## config.mk

```make
export PLATFORM = sky130hd
export DESIGN_NAME = regFile
export DESIGN_NICKNAME = d
export VERILOG_FILES = /design/src/cpuPkg.sv /design/src/regFile.sv
export SDC_FILE = /design/constraint.sdc
export NUM_CORES = 1
export LEC_CHECK = 0
export BUFFER_PORTS_ARGS = -buffer_cell sky130_fd_sc_hd__buf_4
export CAP_MARGIN = 30
export CORE_MARGIN = 4
export CORE_UTILIZATION = 35
export CTS_CLUSTER_DIAMETER = 80
export DETAILED_ROUTE_END_ITERATION = 7
export PLACE_DENSITY_LB_ADDON = 0.3
export SYNTH_ARGS = -nofsm -noshare
export SYNTH_HDL_FRONTEND = slang
export SYNTH_SLANG_ARGS = --single-unit
```

## constraint.sdc

```tcl
create_clock -name clk -period 2.8 [get_ports clk]
set_input_delay 0.14 -clock clk [delete_from_list [all_inputs] [get_ports clk]]
set_output_delay 0.14 -clock clk [all_outputs]
set_load 0.01 [all_outputs]
```

## src/cpuPkg.sv

```systemverilog
`default_nettype none

package cpuPkg;

	localparam int XLEN = 32;
	localparam int NUM_REGS = 32;

	typedef logic [XLEN-1:0] wordT;
	typedef logic [$clog2(NUM_REGS)-1:0] regAddrT;

	localparam wordT PC_STEP = 32'd4;
	localparam wordT RESET_PC = 32'h0000_0000;

	// major opcodes, bits [6:0]
	localparam logic [6:0] OP_REG = 7'b0110011;
	localparam logic [6:0] OP_IMM = 7'b0010011;
	localparam logic [6:0] OP_LOAD = 7'b0000011;
	localparam logic [6:0] OP_STORE = 7'b0100011;
	localparam logic [6:0] OP_BRANCH = 7'b1100011;
	localparam logic [6:0] OP_LUI = 7'b0110111;
	localparam logic [6:0] OP_AUIPC = 7'b0010111;
	localparam logic [6:0] OP_JAL = 7'b1101111;
	localparam logic [6:0] OP_JALR = 7'b1100111;

	// compares give 1 when the matching branch is taken
	typedef enum logic [4:0] {
		ADD = 5'b00000,
		SUB = 5'b00001,
		SLT = 5'b01000,
		SLTU = 5'b01001,
		SNE = 5'b01010,
		SEQ = 5'b01011,
		SGE = 5'b01100,
		SGEU = 5'b01101,
		SLL = 5'b10000,
		SRL = 5'b10001,
		SRA = 5'b10010,
		AND = 5'b10100,
		OR = 5'b10101,
		XOR = 5'b10110,
		BYPASS = 5'b11000,
		LINK = 5'b11001
	} aluOpT;

	typedef enum logic [2:0] {
		S_RESET = 3'b000,
		S_FETCH = 3'b001,
		S_INST_WAIT = 3'b010,
		S_DECODE = 3'b011,
		S_EXECUTE = 3'b100,
		S_MEM = 3'b101,
		S_READ_WAIT = 3'b110,
		S_WRITEBACK = 3'b111
	} seqStateT;

endpackage

`default_nettype wire
```

## src/regFile.sv

```systemverilog
`default_nettype none

module regFile
	import cpuPkg::*;
(
	input  logic    clk,
	input  logic    rst,
	input  regAddrT raddr1,
	input  regAddrT raddr2,
	input  regAddrT waddr,
	input  logic    wen,
	input  wordT    wdata,
	output wordT    rdata1,
	output wordT    rdata2
);

	wordT regs [NUM_REGS];

	always_ff @(posedge clk) begin
		// x0 is never written
		if (!rst && wen && waddr != '0) begin
			regs[waddr] <= wdata;
		end
	end

	assign rdata1 = (raddr1 == '0) ? '0 : regs[raddr1];
	assign rdata2 = (raddr2 == '0) ? '0 : regs[raddr2];

endmodule

`default_nettype wire

```

After elaboration in Yosys (flattened, before gate mapping)
Memories as Yosys holds them, arrays and structs flattened.
Index checks and enable logic that the tools add are counted.
Word-level totals
  register bits after elaboration: 0
  bits in writable memories: 1024
  input bits: 50
  logic and storage cells: 11
  memories: 1
Memories
  regs: depth 32, width 32, rd ports 2, clocked after Yosys merged registers in 0, wr ports 1, line regFile.sv:17  | wordT regs [NUM_REGS];
Cells by class
  multiplexer cells: 4
  reduce and logical (&&, ||, !) cells: 6
Operator list (number)
  $mux 32: 2
  $logic_not 5->1: 2
  $reduce_bool 5->1: 1
  $logic_and 1x1->1: 2
  $mux 1: 2
  $logic_not 1->1: 1

Depth between registers and ports, before layout
  depth in word-level cells: 5
  gate-level depth with buffers: 9
  mapped depth without buffers: 4

Least setup slack after synthesis
Ideal clock, no wire load.
  path kind: input-to-reg
  start: input waddr[3]
  end: memory regs[4][0] (netlist name) (enable)
  arrival time: 2014 ps
  required time: 2379 ps
  path slack: 365 ps
  stages on the path: 2
  buffers on the path: 0
  cells stage by stage: or3b_2 > nor2_1
On the way
  longest elaborated chain between the ends: 4
Ends and longest elaborated chain
  start: declaration: line regFile.sv:10  | input regAddrT waddr,
  $reduce_bool 5->1: line regFile.sv:21  | if (!rst && wen && waddr != '0) begin
  $logic_and 1x1->1: line regFile.sv:21
  $mux 1: line regFile.sv:21
  $mux 1 (not written as such): line regFile.sv:22  | regs[waddr] <= wdata;
  end: declaration: line regFile.sv:17
Parallel ways exist; a longest one is shown, timed or not.

==> results.tsv <==
metric	value	unit
async set-or-reset flop fraction in the synthesized netlist	0	
Num Clock Sinks	1024	
CP Data Arrival Time	2.60	ns
Synth Warn #	0	
synthesized area per cell	19.9	um^2
crit-path max FO	2	
Post-synth top flop	edfxtp_1	
clock buffer depth	3	
worst min path class	in2reg	
CTS buffer count	109	
worst slew pin tran	0.739	ns
Die X	375	um
Tcrit/Tclk final	0.977	
H-tree depth	3	
Yosys reg bits	1024	
maxcap violations	0	
largest family of logic cells by synthesized area	multiplexers	
post-synth top area share	0.651	
Area contributors post-synth	edfxtp_1 (65%), mux4_2 (20%), mux2i_1 (4.6%)	
clock period minus worst slack	2.74	ns
compound-gate portion of the synthesized area	0.0547	
post-DP HPWL	91600	um
vias in the first global route	28885	
IO buf count	113	
GRT overflow	0	
Filler Cells Inserted	11637	
Die ar.	0.141	mm^2
GRT Total Usage	0.221	
Largest regs	regs (1024)	
total power	35100	uW
fraction of layout cells with a size suffix above 1	0.360	
Slew Limit Headroom	0.507	
sum of negative setup slack	0	ns
nets	2694	
routed vias/inst	6.21	
clk slew on worst S/H paths	0.06	ns
row cnt	134	
RSZ-0062 raised after global routing	no	
pwr dens	623	mW/mm^2
antenna viol nets, final	0	
leakage	0.0183	uW
final setup fails	0	
initial antenna violation count	13	
routed via count	27973	
number of flip-flops under the largest register name	1024	
Initial Util	0.353	
Starting DRT DRC Count	3843	
Post-synth EDFFs	1024	
post-CTS setup buffers	0	
Total Wirelength	159000	um
largest net degree at the start of global routing	77	
Detailed Routing Iterations Pass 1	5	
CP Launch Type	flop	
Setup CP Type	reg2out	
largest reg by FF count	regs	
Critical Path Sink Type	output pin	
cell area after synthesis	0.0472	mm^2
post-synthesis sequential area ratio	0.651	
Die H	375	um
Hold Fails Final Rpt	0	
P&R area growth vs syn	19.2	%
mux cell area share after synthesis	0.254	
Post-Synth Simple-Gate Area	0.0152	
CTS tree	built	
drt drc	0	
adder-cell share of the synthesized area	0	
VDD IR max	498	uV
Slew Limit Fails	0	
Synth cell types	44	
final core occ	0.421	
Root Driver	clkbuf_16	
Critical Path RT	2.66	ns
first-pass GRT wire length	220000	um
Final Cell Area	0.0563	mm^2
fmax	366	MHz
io pins	114	
Synth Instances	2369	
DR WL/cell	35.2	um
gpl congestion	0.803	
xor and xnor fraction of the mapped netlist area	0	
leading area contributor after synthesis	edfxtp_1	
status	complete, no violations	
DP Area	0.0520	mm^2
core area	0.134	mm^2
==> cell usage in the layout (no fill, tap or decap), types with 32 or more instances in the layout <==
cell / count
conb_1: 32
mux4_2: 418
o22ai_1: 57
clkbuf_16: 114
nor2_4: 33
mux2i_1: 211
buf_4: 214
a22o_1: 64
edfxtp_1: 1024
a211oi_1: 38
dlygate4sd3_1: 32
buf_12: 78
==> cell type report <==
class / instances / area (um^2) / share of cell area
flip-flops and latches: 1024 / 30700 / 0.546
well taps: 1768 / 2210 / 0.0393
multi-input cells: 1152 / 16000 / 0.285
clock buffers: 131 / 2920 / 0.0518
clock inverters: 73 / 718 / 0.0128
inverters: 28 / 105 / 0.00187
repair buffers: 329 / 3560 / 0.0632
diodes: 2 / 5.00 / 0.0000889
==> per-stage QoR <==
stage,setup slack [ns],std cells,hold slack (ns)
finish,0.0642,4507,0.222
global route,0.00281,4506,0.221
CTS,0.00285,4505,0.176
detailed placement,-0.0125,4270,0.549
global placement,-0.0394,4269,0.540
floorplan,0.365,2400,0.239
==> critical path: stages (launching register included) <==
cell and delay, ns:
edfxtp_1 0.41, mux4_2 0.49, a22o_1 0.28, a2111oi_4 0.27, nor3_4 0.12, buf_4 0.18, buf_4 0.15
==> worst paths after layout <==
path / start / end / slack (ns) / cells past startpoint
setup / recovery: regs[15][15]$_DFFE_PP_ / rdata2[15] / 0.06 / 6
hold / removal: waddr[1] / regs[30][8]$_DFFE_PP_ / 0.22 / 4
==> report_power, final <==
group,switching (uW),leakage [uW],internal [uW]
Sequential,56.7,0.00924,17000
Clock,5960,0.00178,8670
Combinational,1930,0.00729,1440
Total,7940,0.0183,27100
==> kinds of logic (layout without fill, tap and decap cells) <==
kind of cell | Yosys count | count (layout)
AO/OA/AOI/OAI | 311 | 311
buffers and inverters | 224 | 561
flip-flops | 1024 | 1024
multiplexers | 666 | 666
other | 1 | 34
AND/OR/NAND/NOR | 143 | 143
==> cells in the mapped netlist, drive strengths merged (2+ instances only) <==
cell	instances
nand3b	6
a211o	26
mux2i	217
a211oi	41
nand3	2
a21oi	26
a221oi	27
edfxtp	1024
or3b	3
nor2	62
nor3	33
o22ai	59
mux4	422
nor4	6
nor2b	14
a22o	67
a2111oi	32
mux2	27
clkbuf	80
nand2	5
or3	3
nand2b	2
inv	28
buf	116
o221ai	31
==> layer usage <==
layer  up-vias  part of all wire  wire (um)  track usage
met4         2             0.033       5170       0.0698
met1     15082              0.40      63000        0.302
li1      10892                 -          -            -
met3       319              0.10      15800       0.0503
met2      1678              0.47      74700        0.353
met5         -          0.000088         14            0
==> what timing repair did <==
action | CTS | global route
gates resized for setup | 27 | 29
endpoints found under the hold margin | 1024 | 0
pin swaps | 1 | 6
endpoints found under the setup margin | 16 | 19
hold buffers | 32 | 0
Note: power is estimated with default switching activity, not from simulation.
