[config.mk]
export PLATFORM = sky130hd
export DESIGN_NAME = cpuSequencer
export DESIGN_NICKNAME = d
export VERILOG_FILES = /design/src/cpuPkg.sv /design/src/cpuSequencer.sv
export SDC_FILE = /design/constraint.sdc
export NUM_CORES = 1
export LEC_CHECK = 0
export ABC_AREA = 1
export BUFFER_PORTS_ARGS = -buffer_cell sky130_fd_sc_hd__clkbuf_2
export CORE_UTILIZATION = 45
export CTS_CLUSTER_SIZE = 24
export DETAILED_ROUTE_END_ITERATION = 8
export GPL_TIMING_DRIVEN = 1
export PLACE_DENSITY_LB_ADDON = 0.3
export SETUP_SLACK_MARGIN = 0.2
export SYNTH_ARGS = -nofsm -noshare
export SYNTH_HDL_FRONTEND = slang
export SYNTH_SLANG_ARGS = --single-unit
[constraint.sdc]
create_clock -name clk -period 5.2 [get_ports clk]
set_input_delay 0.78 -clock clk [delete_from_list [all_inputs] [get_ports clk]]
set_output_delay 0.78 -clock clk [all_outputs]
set_load 0.01 [all_outputs]
[src/cpuPkg.sv]
`default_nettype none

package cpuPkg;

	localparam int XLEN = 32;
	localparam int NUM_REGS = 32;

	typedef logic [XLEN-1:0] wordT;
	typedef logic [$clog2(NUM_REGS)-1:0] regAddrT;

	localparam wordT PC_STEP = 32'd4;
	localparam wordT RESET_PC = 32'h0000_0000;

	// major opcodes, bits [6:0]
	localparam logic [6:0] OP_REG = 7'b0110011;
	localparam logic [6:0] OP_IMM = 7'b0010011;
	localparam logic [6:0] OP_LOAD = 7'b0000011;
	localparam logic [6:0] OP_STORE = 7'b0100011;
	localparam logic [6:0] OP_BRANCH = 7'b1100011;
	localparam logic [6:0] OP_LUI = 7'b0110111;
	localparam logic [6:0] OP_AUIPC = 7'b0010111;
	localparam logic [6:0] OP_JAL = 7'b1101111;
	localparam logic [6:0] OP_JALR = 7'b1100111;

	// compares give 1 when the matching branch is taken
	typedef enum logic [4:0] {
		ADD = 5'b00000,
		SUB = 5'b00001,
		SLT = 5'b01000,
		SLTU = 5'b01001,
		SNE = 5'b01010,
		SEQ = 5'b01011,
		SGE = 5'b01100,
		SGEU = 5'b01101,
		SLL = 5'b10000,
		SRL = 5'b10001,
		SRA = 5'b10010,
		AND = 5'b10100,
		OR = 5'b10101,
		XOR = 5'b10110,
		BYPASS = 5'b11000,
		LINK = 5'b11001
	} aluOpT;

	typedef enum logic [2:0] {
		S_RESET = 3'b000,
		S_FETCH = 3'b001,
		S_INST_WAIT = 3'b010,
		S_DECODE = 3'b011,
		S_EXECUTE = 3'b100,
		S_MEM = 3'b101,
		S_READ_WAIT = 3'b110,
		S_WRITEBACK = 3'b111
	} seqStateT;

endpackage

`default_nettype wire
[src/cpuSequencer.sv]
`default_nettype none

module cpuSequencer
	import cpuPkg::*;
(
	input  logic clk,
	input  logic rst,
	input  logic instReqAck,
	input  wordT instruction,
	input  logic instValid,
	input  logic memReqAck,
	input  wordT readData,
	input  logic readDataValid,
	input  logic branchNoLink,
	input  logic isStore,
	input  logic isLoad,
	output logic instReqValid,
	output logic instAck,
	output logic readDataAck,
	output wordT instWord,
	output wordT readWord,
	output logic pcStall,
	output logic memStall,
	output logic wbStall
);

	seqStateT state;
	seqStateT nextState;
	wordT instReg;
	wordT readReg;
	logic instTake;
	logic readTake;
	logic [5:0] ctrl;

	always_ff @(posedge clk) begin
		if (rst) begin
			state <= S_RESET;
		end else begin
			state <= nextState;
		end
	end

	always_comb begin
		nextState = state;
		case (state)
			S_RESET: nextState = S_FETCH;
			S_FETCH: nextState = instReqAck ? S_INST_WAIT : S_FETCH;
			S_INST_WAIT: nextState = instValid ? S_DECODE : S_INST_WAIT;
			S_DECODE: nextState = S_EXECUTE;
			// jumps and branches without a link are done here
			S_EXECUTE: nextState = branchNoLink ? S_FETCH : S_MEM;
			S_MEM: begin
				if (isLoad) begin
					nextState = memReqAck ? S_READ_WAIT : S_MEM;
				end else if (!isStore || memReqAck) begin
					nextState = S_FETCH;
				end
			end
			S_READ_WAIT: nextState = readDataValid ? S_WRITEBACK : S_READ_WAIT;
			S_WRITEBACK: nextState = S_FETCH;
		endcase
	end

	// instReqValid, instAck, readDataAck, pcStall, memStall, wbStall
	always_comb begin
		case (state)
			S_FETCH: ctrl = 6'b100111;
			S_INST_WAIT: ctrl = 6'b010111;
			S_EXECUTE: ctrl = 6'b000011;
			S_MEM: ctrl = isLoad ? 6'b000101 : 6'b000100;
			S_READ_WAIT: ctrl = 6'b001111;
			S_WRITEBACK: ctrl = 6'b000110;
			default: ctrl = 6'b000111;
		endcase
	end

	assign {instReqValid, instAck, readDataAck, pcStall, memStall, wbStall} = ctrl;

	assign instTake = instValid && instAck;
	assign readTake = readDataValid && readDataAck;

	always_ff @(posedge clk) begin
		if (instTake) begin
			instReg <= instruction;
		end
		if (readTake) begin
			readReg <= readData;
		end
	end

	// decode can start in the capture cycle
	assign instWord = instTake ? instruction : instReg;
	assign readWord = readReg;

endmodule

`default_nettype wire

# ---- Word level (Yosys, flattened, before mapping)
# Cells that the tools add are included.
dict set report totals {
  wordCells 28
  reg_bits 67
  input_bits 73
  out_inout_bits 70
}
dict set report classes {
  muxes 11
  eq_ne 8
  n_reduce_logical 6
}
# operator count
set op_table {}
lappend op_table {{case mux 6 bit (6 select lines)} 1}
lappend op_table {{2-to-1 mux 32 bit} 1}
lappend op_table {{case mux 3 bit (7 select lines)} 1}
lappend op_table {{equality test 3 bit (second input constant)} 4}
lappend op_table {{2-to-1 mux 3 bit} 3}
lappend op_table {{equality test 3 x 2 -> 1 bit (second input constant)} 2}
lappend op_table {{2-to-1 mux 2 bit} 2}
lappend op_table {{equality test 3 x 1 -> 1 bit (second input constant)} 1}
lappend op_table {{logical NOT 3 bit} 1}
lappend op_table {{2-to-1 mux 1 bit} 3}
lappend op_table {{inequality test 3 bit (second input constant)} 1}
lappend op_table {{logical AND 1 bit} 2}
lappend op_table {{OR reduction 2 bit} 1}
lappend op_table {{logical NOT 1 bit} 1}
lappend op_table {{logical OR 1 bit} 1}

# ---- Logic depth before layout (Yosys ltp)
dict set report logic_depth {
  depth_word 5
  mapped_depth 8
}

# ---- Worst setup path after synthesis
# OpenSTA, ideal clock, no wires.
dict set report synth_path {
  path_type {input port to flip-flop}
  start {input port readDataValid}
  end {register readReg[0], in the netlist readWord[0], enable pin}
  arrival_time_ns 2.196
  required_time_ns 4.778
  setup_slack_ns 2.581
  path_stages 2
  n_path_buf 0
  setup_ns 0.422
  path_cell_list {inv_1 -> nor2_1}
}
dict set report synth_via {
  elab_chain_cells 1
}
# item line
set synth_lines {}
lappend synth_lines {{start: declaration} cpuSequencer.sv:13} ;# input logic readDataValid,
lappend synth_lines {{logical AND 1 bit} cpuSequencer.sv:80} ;# assign readTake = readDataValid && readDataAck;
lappend synth_lines {{net readTake} cpuSequencer.sv:32} ;# logic readTake;
lappend synth_lines {{end signal: assignment} cpuSequencer.sv:87} ;# readReg <= readData;
lappend synth_lines {{end: declaration} cpuSequencer.sv:30} ;# wordT readReg;
# The timed path passes the listed nets, and every way through them passes these cells.
# A chain may end at the register's enable or synchronous reset.

# ---- Worst setup path after layout
dict set report layout_path {
  start {register state[1]}
  end {output port instWord[25]}
}
dict set report layout_via {
  elab_chain_cells 4
}
# item line
set layout_lines {}
lappend layout_lines {{start: declaration} cpuSequencer.sv:27} ;# seqStateT state;
lappend layout_lines {{start signal: assignment} cpuSequencer.sv:39} ;# state <= nextState;
lappend layout_lines {{equality test 3 bit, or another cell as far along} cpuSequencer.sv:66} ;# case (state)
lappend layout_lines {{case mux 6 bit (6 select lines) (*)} cpuSequencer.sv:66}
lappend layout_lines {{logical AND 1 bit (*)} cpuSequencer.sv:79} ;# assign instTake = instValid && instAck;
lappend layout_lines {{2-to-1 mux 32 bit (*)} --}
lappend layout_lines {{end: declaration} cpuSequencer.sv:20} ;# output wordT instWord,
# Mark *: on every way between the ends. The rest lies on a longest branch, timed or not.

==> impl_metrics.yaml <==
outcome:
  status: "finished, final reports clean"
setup_path:
  crit_chain: "nand3_4, nor2_8, inv_4, nand2_1, nand2_1, clkbuf_2"
  start_kind: "flop"
  arrival_ps: 1930
  worstSetupPathType: "flop to output pin"
  cpMostUsedCell: "nand2_1"
  worstPathRequired_ps: 4420
  critPathCaptureType: "output pin"
  max_stage_delay_ps: 510
  worst-path-buf-inv: 2
  crit_slowest_cell: "dfxtp_1"
  critPathTopFamily: "simple AND/OR/NAND/NOR gates"
  crit_fanout: 34
pwr:
  power_leakage_uw: 0.00170
  power.density_mw_per_mm2: 505
  irDropWorstVdd_mv: 0.364
  p_total_uw: 1640
synthesis:
  syn_area_per_cell_um2: 10.8
  syn_nets: 287
  netlist_area_mm2: 0.00230
  ys_ff_latch: 67
  yosysSeqAreaShare_pct: 72.2
  synthCells: 214
  yosysWarnings: 0
  ys_types: 17
floorplanning:
  num_rows: 25
  ios: 143
  dieArea_mm2: 0.00541
  coreArea_mm2: 0.00482
  die_y_um: 73.5
  start_util_pct: 47.8
  fp.dieW_um: 73.5
global_routing:
  grt_use_met3_pct: 6.45
  grtUsageMet1_pct: 19.7
  grtUsageTotal_pct: 17.5
  grt_overflow: 0
  antenna_found_initial: 0
  first_global_vias: 1639
  grt_pass1_wl_mm: 6.96
  grt_start_max_net_pins: 35
  met2_usage_pct: 28.0
  busiest_layer: "met2"
timing:
  tightest_slew_ps: 443
  fin_tns_setup_ps: 0
  hold_viol: 0
  finalCriticalPeriod_ps: 2710
  rsz0062_at_grt: "no"
  relSlewSlack_pct: 70.5
  max_freq_mhz: 369
  skew_ps: 3.41
  setup_viol: 0
  drv_slew: 0
  fin_crit_sh_pct: 52.2
final_layout:
  area_delta_synth_final_pct: 41.2
  final.fill_count: 421
  final_cells: 433
  final_nets: 434
  n_antenna_cell: 0
  multi_input_area_um2: 520
  utilization_pct: 67.5
  register_area_mm2: 0.00166
  drive_gt1_share_pct: 44.5
  stdcell_area_mm2: 0.00325
clock_network:
  ctsResizeCount: 0
  postCtsHoldBufs: 0
  cts_root_buf: "clkbuf_8"
  cts_setup_buffers: 0
  htreeDepth: 3
  cts_tree: "yes"
  clock_latency_ps: 320
  cts.sinks: 67
  clk_pin_slew_worst_paths_ps: 60
  clk_path_buf_depth: 2
  cts_made_buffers: 9
drt:
  drt-total-wl_mm: 4.70
  drc: 0
  vias_per_cell: 4.38
  wl_per_cell_um: 10.9
  first_pass_iters: 4
  drt_iter0_markers: 43
  vias: 1897
  final_antenna_net_count: 0
placement:
  io_buffers: 142
  dp.cells: 417
  dp_hpwl_mm: 3.56
  dpl_cell_area_mm2: 0.00304
  place_congestion: 0.868
worst_hold_path:
  min_path_type: "flop to flop"
job:
  maxCapViolations: 0
[flip-flops by register name, summed over array words and instances, names as in the netlist]
signal / flops
readWord: 32
state: 3
instReg: 32
[per-layer routing]
metal | up-vias | wire, um
met5 | - | 0
met1 | 810 | 1970
li1 | 976 | -
met4 | 0 | 87
met3 | 10 | 536
met2 | 101 | 2110
[worst min-delay path, stage by stage (launching register included)]
cell and delay (ps):
dfxtp_1 310, nand2_1 50, nand2_1 60
[path summary, 6_finish.rpt]
| path | from | to | slack, ps | depth (start not counted) |
|---|---|---|---|---|
| setup / recovery | state[1]$_SDFFE_PP0P_ | instWord[25] | 2490 | 6 |
| hold / removal | instReg[4]$_DFF_P_ | instReg[4]$_DFF_P_ | 440 | 2 |
| setup reg to reg | state[1]$_SDFFE_PP0P_ | readWord[14]$_DFFE_PP_ | 3540 | 3 |
| hold reg to reg | instReg[4]$_DFF_P_ | instReg[4]$_DFF_P_ | 440 | 2 |
[kinds of logic (layout without fill, tap and decap cells)]
group,count (synthesis),count (layout),synth area share (%)
DFF,67,67,72.2
buffers and inverters,22,174,5.33
and+or+nand+nor,123,123,22.1
AOI/OAI and AO/OA,2,2,0.434
[area by class of cell]
type | instances | share of cell area, %
clock inverter | 6 | 2.46
clock buffer | 10 | 3.93
multi-input combinational | 125 | 16.0
timing repair buffer | 143 | 22.1
inverter | 15 | 1.81
sequential | 67 | 51.1
tap | 67 | 2.58
[Yosys cell counts]
master	number	area (um2)
or2_1	1	6.26
nand4_1	1	6.26
nor2_1	5	18.8
o21ai_0	1	5.00
nor2_8	1	20.0
nand2_1	105	394
nand3_4	1	17.5
inv_4	1	6.26
dfxtp_1	35	701
edfxtp_1	32	961
inv_1	11	41.3
a21oi_1	1	5.00
inv_2	3	11.3
nand3_1	8	40.0
nor3_1	1	5.00
buf_4	4	30.0
buf_6	3	33.8
[power by group]
part / switching (uW) / internal (uW)
clock: 176 / 266
sequential: 46.5 / 682
combinational: 287 / 185
[cell usage in the layout (no fill, tap or decap), drive strengths merged]
cell        n
bufinv      2
clkinvlp    1
buf         1
nand2     105
inv        15
o21ai       1
or2         1
edfxtp     32
nor3        1
dfxtp      35
nor2        6
clkinv      3
a21oi       1
nand4       1
clkbuf    152
nand3       9
[stage by stage]
| stage | hold WS (ps) | setup slack, ps |
|---|---|---|
| global route | 467 | 2280 |
| finish | 445 | 2490 |
| detailed placement | 429 | 2520 |
| floorplan | 478 | 2580 |
| global placement | 425 | 2530 |
| CTS | 446 | 2450 |
No activity file was read; power rests on OpenSTA's default activity.
