<file path="config.mk">
export PLATFORM = sky130hd
export DESIGN_NAME = execUnit
export DESIGN_NICKNAME = d
export VERILOG_FILES = /design/src/cpuPkg.sv /design/src/execUnit.sv /design/src/alu.sv
export SDC_FILE = /design/constraint.sdc
export NUM_CORES = 1
export LEC_CHECK = 0
export ABC_AREA = 1
export BUFFER_PORTS_ARGS = -buffer_cell sky130_fd_sc_hd__buf_2
export CAP_MARGIN = 40
export CORE_ASPECT_RATIO = 1.5
export CORE_UTILIZATION = 50
export CTS_CLUSTER_DIAMETER = 60
export DETAILED_ROUTE_END_ITERATION = 10
export PLACE_DENSITY = 0.72
export SLEW_MARGIN = 10
export SYNTH_ARGS = -nofsm -noshare
export SYNTH_HDL_FRONTEND = slang
export SYNTH_HIERARCHICAL = 1
export SYNTH_SLANG_ARGS = --single-unit
</file>
<file path="constraint.sdc">
create_clock -name clk -period 5.05 [get_ports clk]
set_clock_uncertainty 0.1 [all_clocks]
set_input_delay 0.2525 -clock clk [delete_from_list [all_inputs] [get_ports clk]]
set_output_delay 0.2525 -clock clk [all_outputs]
set_load 0.03 [all_outputs]
</file>
<file path="src/cpuPkg.sv">
`default_nettype none

package cpuPkg;

	localparam int XLEN = 32;
	localparam int NUM_REGS = 32;

	typedef logic [XLEN-1:0] wordT;
	typedef logic [$clog2(NUM_REGS)-1:0] regAddrT;

	localparam wordT PC_STEP = 32'd4;
	localparam wordT RESET_PC = 32'h0000_0000;

	// major opcodes, bits [6:0]
	localparam logic [6:0] OP_REG = 7'b0110011;
	localparam logic [6:0] OP_IMM = 7'b0010011;
	localparam logic [6:0] OP_LOAD = 7'b0000011;
	localparam logic [6:0] OP_STORE = 7'b0100011;
	localparam logic [6:0] OP_BRANCH = 7'b1100011;
	localparam logic [6:0] OP_LUI = 7'b0110111;
	localparam logic [6:0] OP_AUIPC = 7'b0010111;
	localparam logic [6:0] OP_JAL = 7'b1101111;
	localparam logic [6:0] OP_JALR = 7'b1100111;

	// compares give 1 when the matching branch is taken
	typedef enum logic [4:0] {
		ADD = 5'b00000,
		SUB = 5'b00001,
		SLT = 5'b01000,
		SLTU = 5'b01001,
		SNE = 5'b01010,
		SEQ = 5'b01011,
		SGE = 5'b01100,
		SGEU = 5'b01101,
		SLL = 5'b10000,
		SRL = 5'b10001,
		SRA = 5'b10010,
		AND = 5'b10100,
		OR = 5'b10101,
		XOR = 5'b10110,
		BYPASS = 5'b11000,
		LINK = 5'b11001
	} aluOpT;

	typedef enum logic [2:0] {
		S_RESET = 3'b000,
		S_FETCH = 3'b001,
		S_INST_WAIT = 3'b010,
		S_DECODE = 3'b011,
		S_EXECUTE = 3'b100,
		S_MEM = 3'b101,
		S_READ_WAIT = 3'b110,
		S_WRITEBACK = 3'b111
	} seqStateT;

endpackage

`default_nettype wire
</file>
<file path="src/execUnit.sv">
`default_nettype none

module execUnit
	import cpuPkg::*;
(
	input  logic  clk,
	input  logic  rst,
	input  logic  pcStall,
	input  logic  memStall,
	input  logic  wbStall,
	input  aluOpT aluOp,
	input  wordT  imm,
	input  logic  branch,
	input  logic  jal,
	input  logic  jalr,
	input  logic  isLoad,
	input  logic  isStore,
	input  logic  srcAPc,
	input  logic  srcBImm,
	input  logic  regWrite,
	input  wordT  rdata1,
	input  wordT  rdata2,
	input  wordT  readWord,
	output wordT  pc,
	output logic  branchNoLink,
	output wordT  address,
	output wordT  writeData,
	output logic  memWrite,
	output logic  memRead,
	output logic  rfWen,
	output wordT  rfWdata
);

	wordT lastPc;
	wordT aluA;
	wordT aluB;
	wordT aluResult;
	wordT target;
	wordT nextPc;
	logic zero;
	logic taken;

	always_ff @(posedge clk) begin
		if (rst) begin
			pc <= RESET_PC;
		end else if (!pcStall) begin
			pc <= nextPc;
		end
	end

	// pc of the current instruction once pc has moved on
	always_ff @(posedge clk) begin
		lastPc <= pc;
	end

	assign aluA = srcAPc ? lastPc : rdata1;
	assign aluB = srcBImm ? imm : rdata2;

	alu i_alu (
		.a(aluA),
		.b(aluB),
		.op(aluOp),
		.result(aluResult),
		.zero(zero)
	);

	// a nonzero compare result means taken
	assign taken = (branch && !zero) || jal || jalr;
	assign target = jalr ? ((rdata1 + imm) & ~wordT'(1)) : (pc + imm);
	assign nextPc = taken ? target : (pc + PC_STEP);
	assign branchNoLink = (branch || jal || jalr) && !regWrite;

	assign address = aluResult;
	assign writeData = rdata2;
	assign memWrite = isStore && !memStall;
	assign memRead = isLoad && !memStall;

	assign rfWen = regWrite && !wbStall;
	assign rfWdata = isLoad ? readWord : aluResult;

endmodule

`default_nettype wire

</file>
<file path="src/alu.sv">
`default_nettype none

module alu
	import cpuPkg::*;
(
	input  wordT  a,
	input  wordT  b,
	input  aluOpT op,
	output wordT  result,
	output logic  zero
);

	logic lessSigned;
	logic lessUnsigned;

	assign lessSigned = $signed(a) < $signed(b);
	assign lessUnsigned = a < b;

	always_comb begin
		case (op)
			ADD: result = a + b;
			SUB: result = a - b;
			SLT: result = {31'b0, lessSigned};
			SLTU: result = {31'b0, lessUnsigned};
			SNE: result = {31'b0, a != b};
			SEQ: result = {31'b0, a == b};
			SGE: result = {31'b0, !lessSigned};
			SGEU: result = {31'b0, !lessUnsigned};
			SLL: result = a << b[4:0];
			SRL: result = a >> b[4:0];
			SRA: result = wordT'($signed(a) >>> b[4:0]);
			AND: result = a & b;
			OR: result = a | b;
			XOR: result = a ^ b;
			BYPASS: result = b;
			// return address from the old pc
			LINK: result = a + PC_STEP;
			default: result = '0;
		endcase
	end

	assign zero = (result == '0);

endmodule

`default_nettype wire

</file>
==> results.py, run 1 <==
metrics = {
    "outcome": {
        "outcome": "aborted with a tool error",
        "failed_stage": "global routing (5_1_grt)",
        "tool.error": "[ERROR GRT-0116] Global routing finished with congestion. Check the congestion regions in the DRC Viewer.",
    },
    "yosys": {
        "syn_nets": 4431,
        "async_flop_share_pct": 0,
        "syn_avg_cell_area_um2": 5.07,
        "synth_edf_count": 0,
        "netlist.area_leader.share_pct": 26.7,
        "syn_area_um2": 20900,
        "ys_warn_count": 6,
        "yosysTopAreaCell": "nand2_1",
        "synthFlopType": "dfxtp_1",
        "synth.most_common_cell": "nand2_1",
        "postSynthCellCount": 4118,
        "ys_types": 55,
        "seq_area_frac_synth_pct": 6.14,
        "synth_common_cells": "nand2_1 (1488), nand3_1 (594), inv_1 (566)",
        "ys_ff_latch": 64,
        "synth_area_leaders": "nand2_1 (27%), nand3_1 (14%), inv_1 (10%), ha_1 (9.8%), nor2_1 (7.0%)",
    },
    "floorplan": {
        "fp-row-count": 91,
        "die_height_um": 252,
        "ioPinCount": 278,
        "initial_core_util_pct": 50.8,
        "die_x_um": 169,
    },
    "clocking": {
        "post_cts_resize_count": 0,
        "cts_htree_levels": 3,
        "numCtsBuffers": 9,
        "post_cts_buffers": 0,
        "cts_sinks": 64,
        "cts_buffer_depth": 2,
        "root_buffer": "clkbuf_16",
        "cts_hold_buf": 0,
    },
    "grt": {
        "grt_use_total_pct": 62.0,
        "grt_start_max_net_pins": 70,
        "grt_pass1_vias": 30400,
        "overflow": 196,
        "grt_pass1_wl_um": 198000,
    },
    "placement": {
        "dpl_worst_slack_ps": -72.8,
        "dpl.hpwl_um": 97100,
        "placement.io_buffers": 277,
        "gp_congestion": 1.23,
        "post-place-cells": 4913,
    },
}
## cell families after synthesis
| kind of cell | count (synthesis) | share of synthesized area [%] |
|---|---|---|
| AOI/OAI and AO/OA | 384 | 10.3 |
| muxes | 63 | 3.39 |
| and+or+nand+nor | 2663 | 54.1 |
| DFF | 64 | 6.14 |
| adders and majority gates | 167 | 10.1 |
| buffers and inverters | 746 | 14.7 |
| xor gates and xnor gates | 31 | 1.30 |
## layer usage
layer	track usage [%]	GRT overflow
met5	4.35	0
met4	68.5	93
met3	31.8	0
met2	89.9	103
met1	60.0	0
## through the flow
step | util [%] | hold slack (ps) | cell area [um^2] | TNS [ps]
2_1_floorplan | - | 412 | 20900 | 0
3_3_place_gp | 56.3 | 294 | 23200 | -145
3_5_place_dp | 56.4 | 290 | 23200 | -595
4_1_cts | 57.3 | 208 | 23500 | 0
==> run 2: changes to the inputs <==
- CORE_ASPECT_RATIO: 1.5 -> default
- CORE_UTILIZATION: 50 -> 35
- CTS_CLUSTER_DIAMETER: 60 -> default
- PLACE_DENSITY: 0.72 -> default
- PLACE_DENSITY_LB_ADDON: default -> 0.15
==> run 2 against run 1 <==
Against the previous run:
- the run now ends clean
- synthesized cell count did not move
- synthesized area did not move
==> results.py, run 2 <==
metrics = {
    "outcome": {
        "outcome": "completed",
    },
    "grt": {
        "grt_use_total_pct": 38.7,
        "antenna_found_initial": 2,
        "grt_start_max_net_pins": 70,
        "grt_pass1_vias": 26300,
        "grt_pass1_wl_um": 173000,
        "overflow": 0,
    },
    "sta": {
        "min_period_over_period_pct": 95.6,
        "fin_hold_ws_ps": 216,
        "period_needed_ps": 4830,
        "setup_viol": 0,
        "max_freq_mhz": 207,
        "rsz0062_at_grt": "false",
        "worst_slew_pin_slew_ps": 835,
        "maxSlewViolCount": 0,
        "finalHoldViolations": 0,
        "max_slew_margin_pct": 44.0,
    },
    "critical_path": {
        "cp_data_required_time_ps": 5250,
        "cp_max_fo": 25,
        "reg2reg_from": "lastPc[25]",
        "cp.arrival_ps": 5020,
        "end_kind": "flip-flop",
        "startpoint_type": "input pin",
        "path_class": "input pin to flip-flop",
        "crit_start": "srcBImm",
    },
    "clocking": {
        "root_buffer": "clkbuf_16",
        "clkLatencyLatePin_ps": 360,
        "cts_tree": "yes",
        "numCtsBuffers": 9,
        "path_clk_slew_ps": 60,
        "cts_buffer_depth": 2,
        "cts_htree_levels": 3,
        "cts_sinks": 64,
    },
    "cells_and_area": {
        "antenna_cells": 0,
        "finalInstanceArea_um2": 24400,
        "drive_gt1_share_pct": 14.1,
        "final_common_cell": "nand2_1",
        "reg_top3": "lastPc: 32 flops, pc: 32 flops",
        "fin_nets": 4756,
        "fin_cells": 5221,
        "final_core_util_pct": 41.3,
        "mostFrequentLayoutCells": "nand2_1 (1487), nand3_1 (594), inv_1 (566), nor2_1 (387), buf_2 (277)",
        "synthToLayoutAreaGrowth_pct": 16.7,
    },
    "placement": {
        "dpl.hpwl_um": 104000,
        "placement.io_buffers": 277,
        "post-place-cells": 5205,
        "dpl-instance-area_um2": 24000,
        "gp_congestion": 1.08,
    },
    "route": {
        "vias": 28600,
        "postRouteAntennaNets": 0,
        "drc": 0,
        "dr.pass1.iters": 6,
        "post_drt_via_cell_ratio": 5.47,
        "dr.first_iter.drc_count": 2996,
        "wire_per_inst_um": 23.2,
        "drt_wl_total_um": 121000,
    },
    "pwr": {
        "seqPwrFrac_pct": 13.0,
        "cellPowerDensity_nw_per_um2": 200,
        "p_switching_mw": 2.80,
        "switching_share_pct": 57.7,
        "p_clk_share_pct": 14.6,
        "power_leakage_nw": 13.8,
        "ir_drop_mv": 0.180,
        "p_int_mw": 2.06,
        "power_frac_comb_pct": 72.3,
    },
    "floorplan": {
        "die_area_um2": 60600,
        "coreArea_um2": 59000,
        "die_height_um": 246,
        "fp-row-count": 89,
        "initial_core_util_pct": 35.4,
        "die_x_um": 246,
        "ioPinCount": 278,
    },
    "yosys": {
        "synth.most_common_cell": "nand2_1",
        "yosysTopAreaCell": "nand2_1",
        "synth_area_leaders": "nand2_1 (27%), nand3_1 (14%), inv_1 (10%), ha_1 (9.8%), nor2_1 (7.0%)",
        "synth_edf_count": 0,
        "synthFlopType": "dfxtp_1",
        "syn_nets": 4431,
        "ys_ff_latch": 64,
        "ys_types": 55,
        "netlist.area_leader.share_pct": 26.7,
        "postSynthCellCount": 4118,
        "seq_area_frac_synth_pct": 6.14,
        "ys_warn_count": 6,
        "syn_area_um2": 20900,
        "async_flop_share_pct": 0,
        "syn_avg_cell_area_um2": 5.07,
        "synth_common_cells": "nand2_1 (1488), nand3_1 (594), inv_1 (566)",
    },
    "run": {
        "max_cap_violations": 0,
    },
    "hold_path": {
        "min_path_type": "input pin to flip-flop",
        "min-delay-start": "rst",
    },
}
[run 2: cell counts after synthesis]
No cell type changed its count.
[run 2: per-layer routing]
| metal | track usage (%) | wire (um) | vias up |
|---|---|---|---|
| li1 | - | - | 13800 |
| met1 | 47.1 | 48500 | 13100 |
| met2 | 65.3 | 56100 | 1321 |
| met3 | 5.00 | 8530 | 283 |
| met4 | 21.6 | 7750 | 0 |
| met5 | 0 | 0 | - |
[run 2: power groups by stage]
| stage | sequential, mW | combinational (mW) | clock [mW] |
|---|---|---|---|
| floorplan | 0.656 | 2.05 | 0 |
| global placement | 0.641 | 3.42 | 0 |
| detailed placement | 0.639 | 3.40 | 0 |
| CTS | 0.629 | 3.42 | 0.719 |
| global route | 0.636 | 3.78 | 0.734 |
| finish | 0.633 | 3.52 | 0.712 |
[run 2: final timing paths]
path                             endpoint  slack, ps  cells past startpoint
worst max-delay path               pc[16]        220                     27
worst min-delay path                pc[3]        220                      2
worst max register to register     pc[16]        340                     25
worst min register to register  lastPc[1]        310                      0
[run 2: area by class of cell]
| class | instances | area, um^2 |
|---|---|---|
| fill | 6992 | 34700 |
| multi-input combinational | 3308 | 16600 |
| timing repair buffer | 479 | 3060 |
| inverter | 581 | 2180 |
| sequential | 64 | 1280 |
| tap | 773 | 967 |
| clock buffer | 10 | 239 |
| clock inverter | 6 | 82.6 |
[run 2: repair_timing]
| action | 4_1_cts | 5_1_grt |
|---|---|---|
| hold buffers | 0 | 0 |
| resized for setup | 0 | 5 |
| endpoints found under the setup margin | 0 | 14 |
| buffers inserted | 0 | 0 |
[run 2: per-stage QoR]
stage               total power [mW]  setup slack (ps)  setup TNS, ps
global placement                4.06              -186          -2370
global route                    5.15              53.0              0
CTS                             4.77              69.8              0
detailed placement              4.04              -282          -2480
finish                          4.86               223              0
floorplan                       2.71               232              0
[run 2: cell families after synthesis]
| logic type | Yosys count | synth area share (%) |
|---|---|---|
| muxes | 63 | 3.39 |
| xor gates and xnor gates | 31 | 1.30 |
| AOI/OAI and AO/OA | 384 | 10.3 |
| DFF | 64 | 6.14 |
| and+or+nand+nor | 2663 | 54.1 |
| buffers and inverters | 746 | 14.7 |
| adders and majority gates | 167 | 10.1 |
[run 2: critical path, stage by stage]
cell	delay (ps)
buf_2	240
buf_12	240
mux2_2	400
inv_1	90
ha_1	320
inv_1	230
o21ai_0	120
nor3_1	250
nand2_1	170
inv_1	110
nand2_1	50
nor2_1	520
nand3_1	370
nor2_1	180
nand2_1	60
nor2_1	100
nand2_1	90
nor2_1	100
buf_4	170
o21ai_1	150
buf_4	190
buf_12	140
a21oi_1	100
o21ai_0	90
nand2_1	60
inv_1	50
a21oi_1	120
Note: power is estimated with default switching activity, not from simulation.
==> run 3: changes to the inputs <==
- CORE_UTILIZATION: 35 -> 45
==> run 3 against run 2 <==
Against the previous run:
- highest routed layer is now met5
- largest power group unchanged
- flip-flop and latch count is the same
- via count grew 2.1%
- core utilization is 10 points higher
- design area shrank 3.2%
- sequential share of layout area up 0.17 points
- cell count shrank 4.7%
- global-route usage up 8.0 points
- count of clock-buffer cells in the layout shrank 1
- register-to-register slack got worse by 120 ps
- maximum frequency hardly changed
- combinational power is 5% lower
- critical path type is now flip-flop to flip-flop
==> results.py, run 3 (same netlist as run 2, synthesis figures left out) <==
metrics = {
    "clocking": {
        "post_cts_buffers": 0,
        "root_buffer": "clkbuf_16",
        "cts_htree_levels": 3,
        "cts_buffer_depth": 2,
        "post_cts_resize_count": 0,
        "cts_hold_buf": 0,
        "cts_sinks": 64,
        "cts_tree": "yes",
        "numCtsBuffers": 9,
        "path_clk_slew_ps": 70,
        "clkLatencyLatePin_ps": 350,
    },
    "sta": {
        "max_slew_margin_pct": 38.6,
        "worst_slew_pin_slew_ps": 919,
        "setup_viol": 0,
        "rsz0062_at_grt": "false",
        "maxSlewViolCount": 0,
        "min_period_over_period_pct": 95.6,
        "max_freq_mhz": 207,
        "setup_ws_ps": 221,
        "period_needed_ps": 4830,
        "finalHoldViolations": 0,
        "fin_hold_ws_ps": 235,
    },
    "cells_and_area": {
        "fin_nets": 4681,
        "drive_gt1_share_pct": 12.7,
        "finalInstanceArea_um2": 23600,
        "final_common_cell": "nand2_1",
        "mostFrequentLayoutCells": "nand2_1 (1486), nand3_1 (594), inv_1 (566), nor2_1 (385), buf_2 (276)",
        "reg_top3": "lastPc: 32 flops, pc: 32 flops",
        "synthToLayoutAreaGrowth_pct": 13.0,
        "final_core_util_pct": 51.8,
    },
    "run": {
        "max_cap_violations": 0,
    },
    "placement": {
        "placement.io_buffers": 277,
        "dpl-instance-area_um2": 23200,
        "dpl_worst_slack_ps": -187,
        "gp_congestion": 1.11,
        "dpl.hpwl_um": 95400,
    },
    "critical_path": {
        "path_class": "flip-flop to flip-flop",
        "end_kind": "flip-flop",
        "cp_data_required_time_ps": 5190,
        "crit_path_top_delay_cell": "nor2_1",
        "cp_max_fo": 9,
        "reg2reg_from": "lastPc[8]",
        "r2r_slack_ps": 220,
        "max_stage_delay_ps": 600,
        "r2r_end": "pc[29]",
        "path_common_cell": "nand2_1",
        "cp.arrival_ps": 4970,
        "reg2regPathDepth": 27,
        "startpoint_type": "flip-flop",
    },
    "pwr": {
        "seqPwrFrac_pct": 13.5,
        "switching_share_pct": 57.7,
        "p_clk_share_pct": 16.7,
        "power_frac_comb_pct": 69.8,
        "p_int_mw": 2.02,
        "ir_drop_mv": 0.186,
        "p_switching_mw": 2.75,
        "cellPowerDensity_nw_per_um2": 202,
        "power_leakage_nw": 13.4,
    },
    "grt": {
        "overflow": 0,
        "grt_start_max_net_pins": 70,
        "grt_pass1_vias": 26000,
        "antenna_found_initial": 2,
        "grt_pass1_wl_um": 165000,
        "grt_use_total_pct": 46.6,
    },
    "route": {
        "drc": 0,
        "dr.first_iter.drc_count": 4247,
        "post_drt_via_cell_ratio": 5.86,
        "dr.pass1.iters": 7,
        "drt_wl_total_um": 113000,
        "vias": 29200,
        "wire_per_inst_um": 22.7,
        "postRouteAntennaNets": 0,
    },
    "hold_path": {
        "min_path_cells": 2,
        "min_to": "pc[26]",
        "min-delay-start": "rst",
        "min_path_type": "input pin to flip-flop",
    },
    "floorplan": {
        "fp-row-count": 78,
        "ioPinCount": 278,
        "die_x_um": 217,
        "die_area_um2": 47300,
        "initial_core_util_pct": 45.8,
        "die_height_um": 217,
        "coreArea_um2": 45600,
    },
    "outcome": {
        "outcome": "completed",
    },
}
-- run 3: cell count changes in the layout (fill, tap and decap cells not counted), moves of 2 or more --
cell	previous run	this run
clkinv_2	3	0
buf_12	10	7
ha_1	163	161
buf_4	189	119
inv_6	0	3
diode_2	0	2
ha_2	0	2
nor2_1	387	385
-- run 3: worst max-delay path by stage --
stage,from,endpoint,slack [ps],cells past startpoint
2_1_floorplan,srcBImm,pc[29],230,33
3_3_place_gp,srcBImm,pc[27],-190,28
3_5_place_dp,srcAPc,pc[29],-190,30
4_1_cts,lastPc[0],pc[29],120,30
5_1_grt,srcAPc,pc[29],2,29
6_report,lastPc[8],pc[29],220,27
-- run 3: power by group through the flow --
stage	registers (mW)	clock network, mW	logic, mW
floorplan	0.656	0	2.05
global placement	0.654	0	3.19
detailed placement	0.654	0	3.18
CTS	0.642	0.796	3.20
global route	0.647	0.810	3.58
finish	0.647	0.795	3.33
-- run 3: per-layer routing --
| layer | wire length (um) | vias to the layer above | part of all wire (%) | GRT usage (%) |
|---|---|---|---|---|
| met5 | 16 | - | 0.014 | 0 |
| met4 | 7860 | 2 | 6.9 | 28.2 |
| met3 | 14000 | 366 | 12 | 9.04 |
| met2 | 46500 | 1999 | 41 | 69.0 |
| met1 | 44700 | 13100 | 40 | 62.1 |
| li1 | - | 13700 | - | - |
-- run 3: through the flow --
| step | power [mW] | cells | setup TNS (ps) |
|---|---|---|---|
| finish | 4.77 | 4975 | 0 |
| global route | 5.03 | 4973 | 0 |
| CTS | 4.64 | 4973 | 0 |
| detailed placement | 3.84 | 4957 | -2700 |
| global placement | 3.84 | 4956 | -2610 |
| floorplan | 2.71 | 4118 | 0 |
-- run 3: layout make-up --
type	count	area, um^2
well taps	600	751
clock inverters	7	125
clock buffers	9	225
flip-flops and latches	64	1280
fillers	5237	22000
inverters	581	2180
repair buffers	404	2450
diodes	2	5.00
multi-input cells	3308	16600
-- run 3: critical path, delay by kind of cell, from the launching register on --
kind,cells,cell delay (ps)
compound gates,2,260
buf+inv,5,730
flops,1,310
mux,1,180
simple gates,19,3120
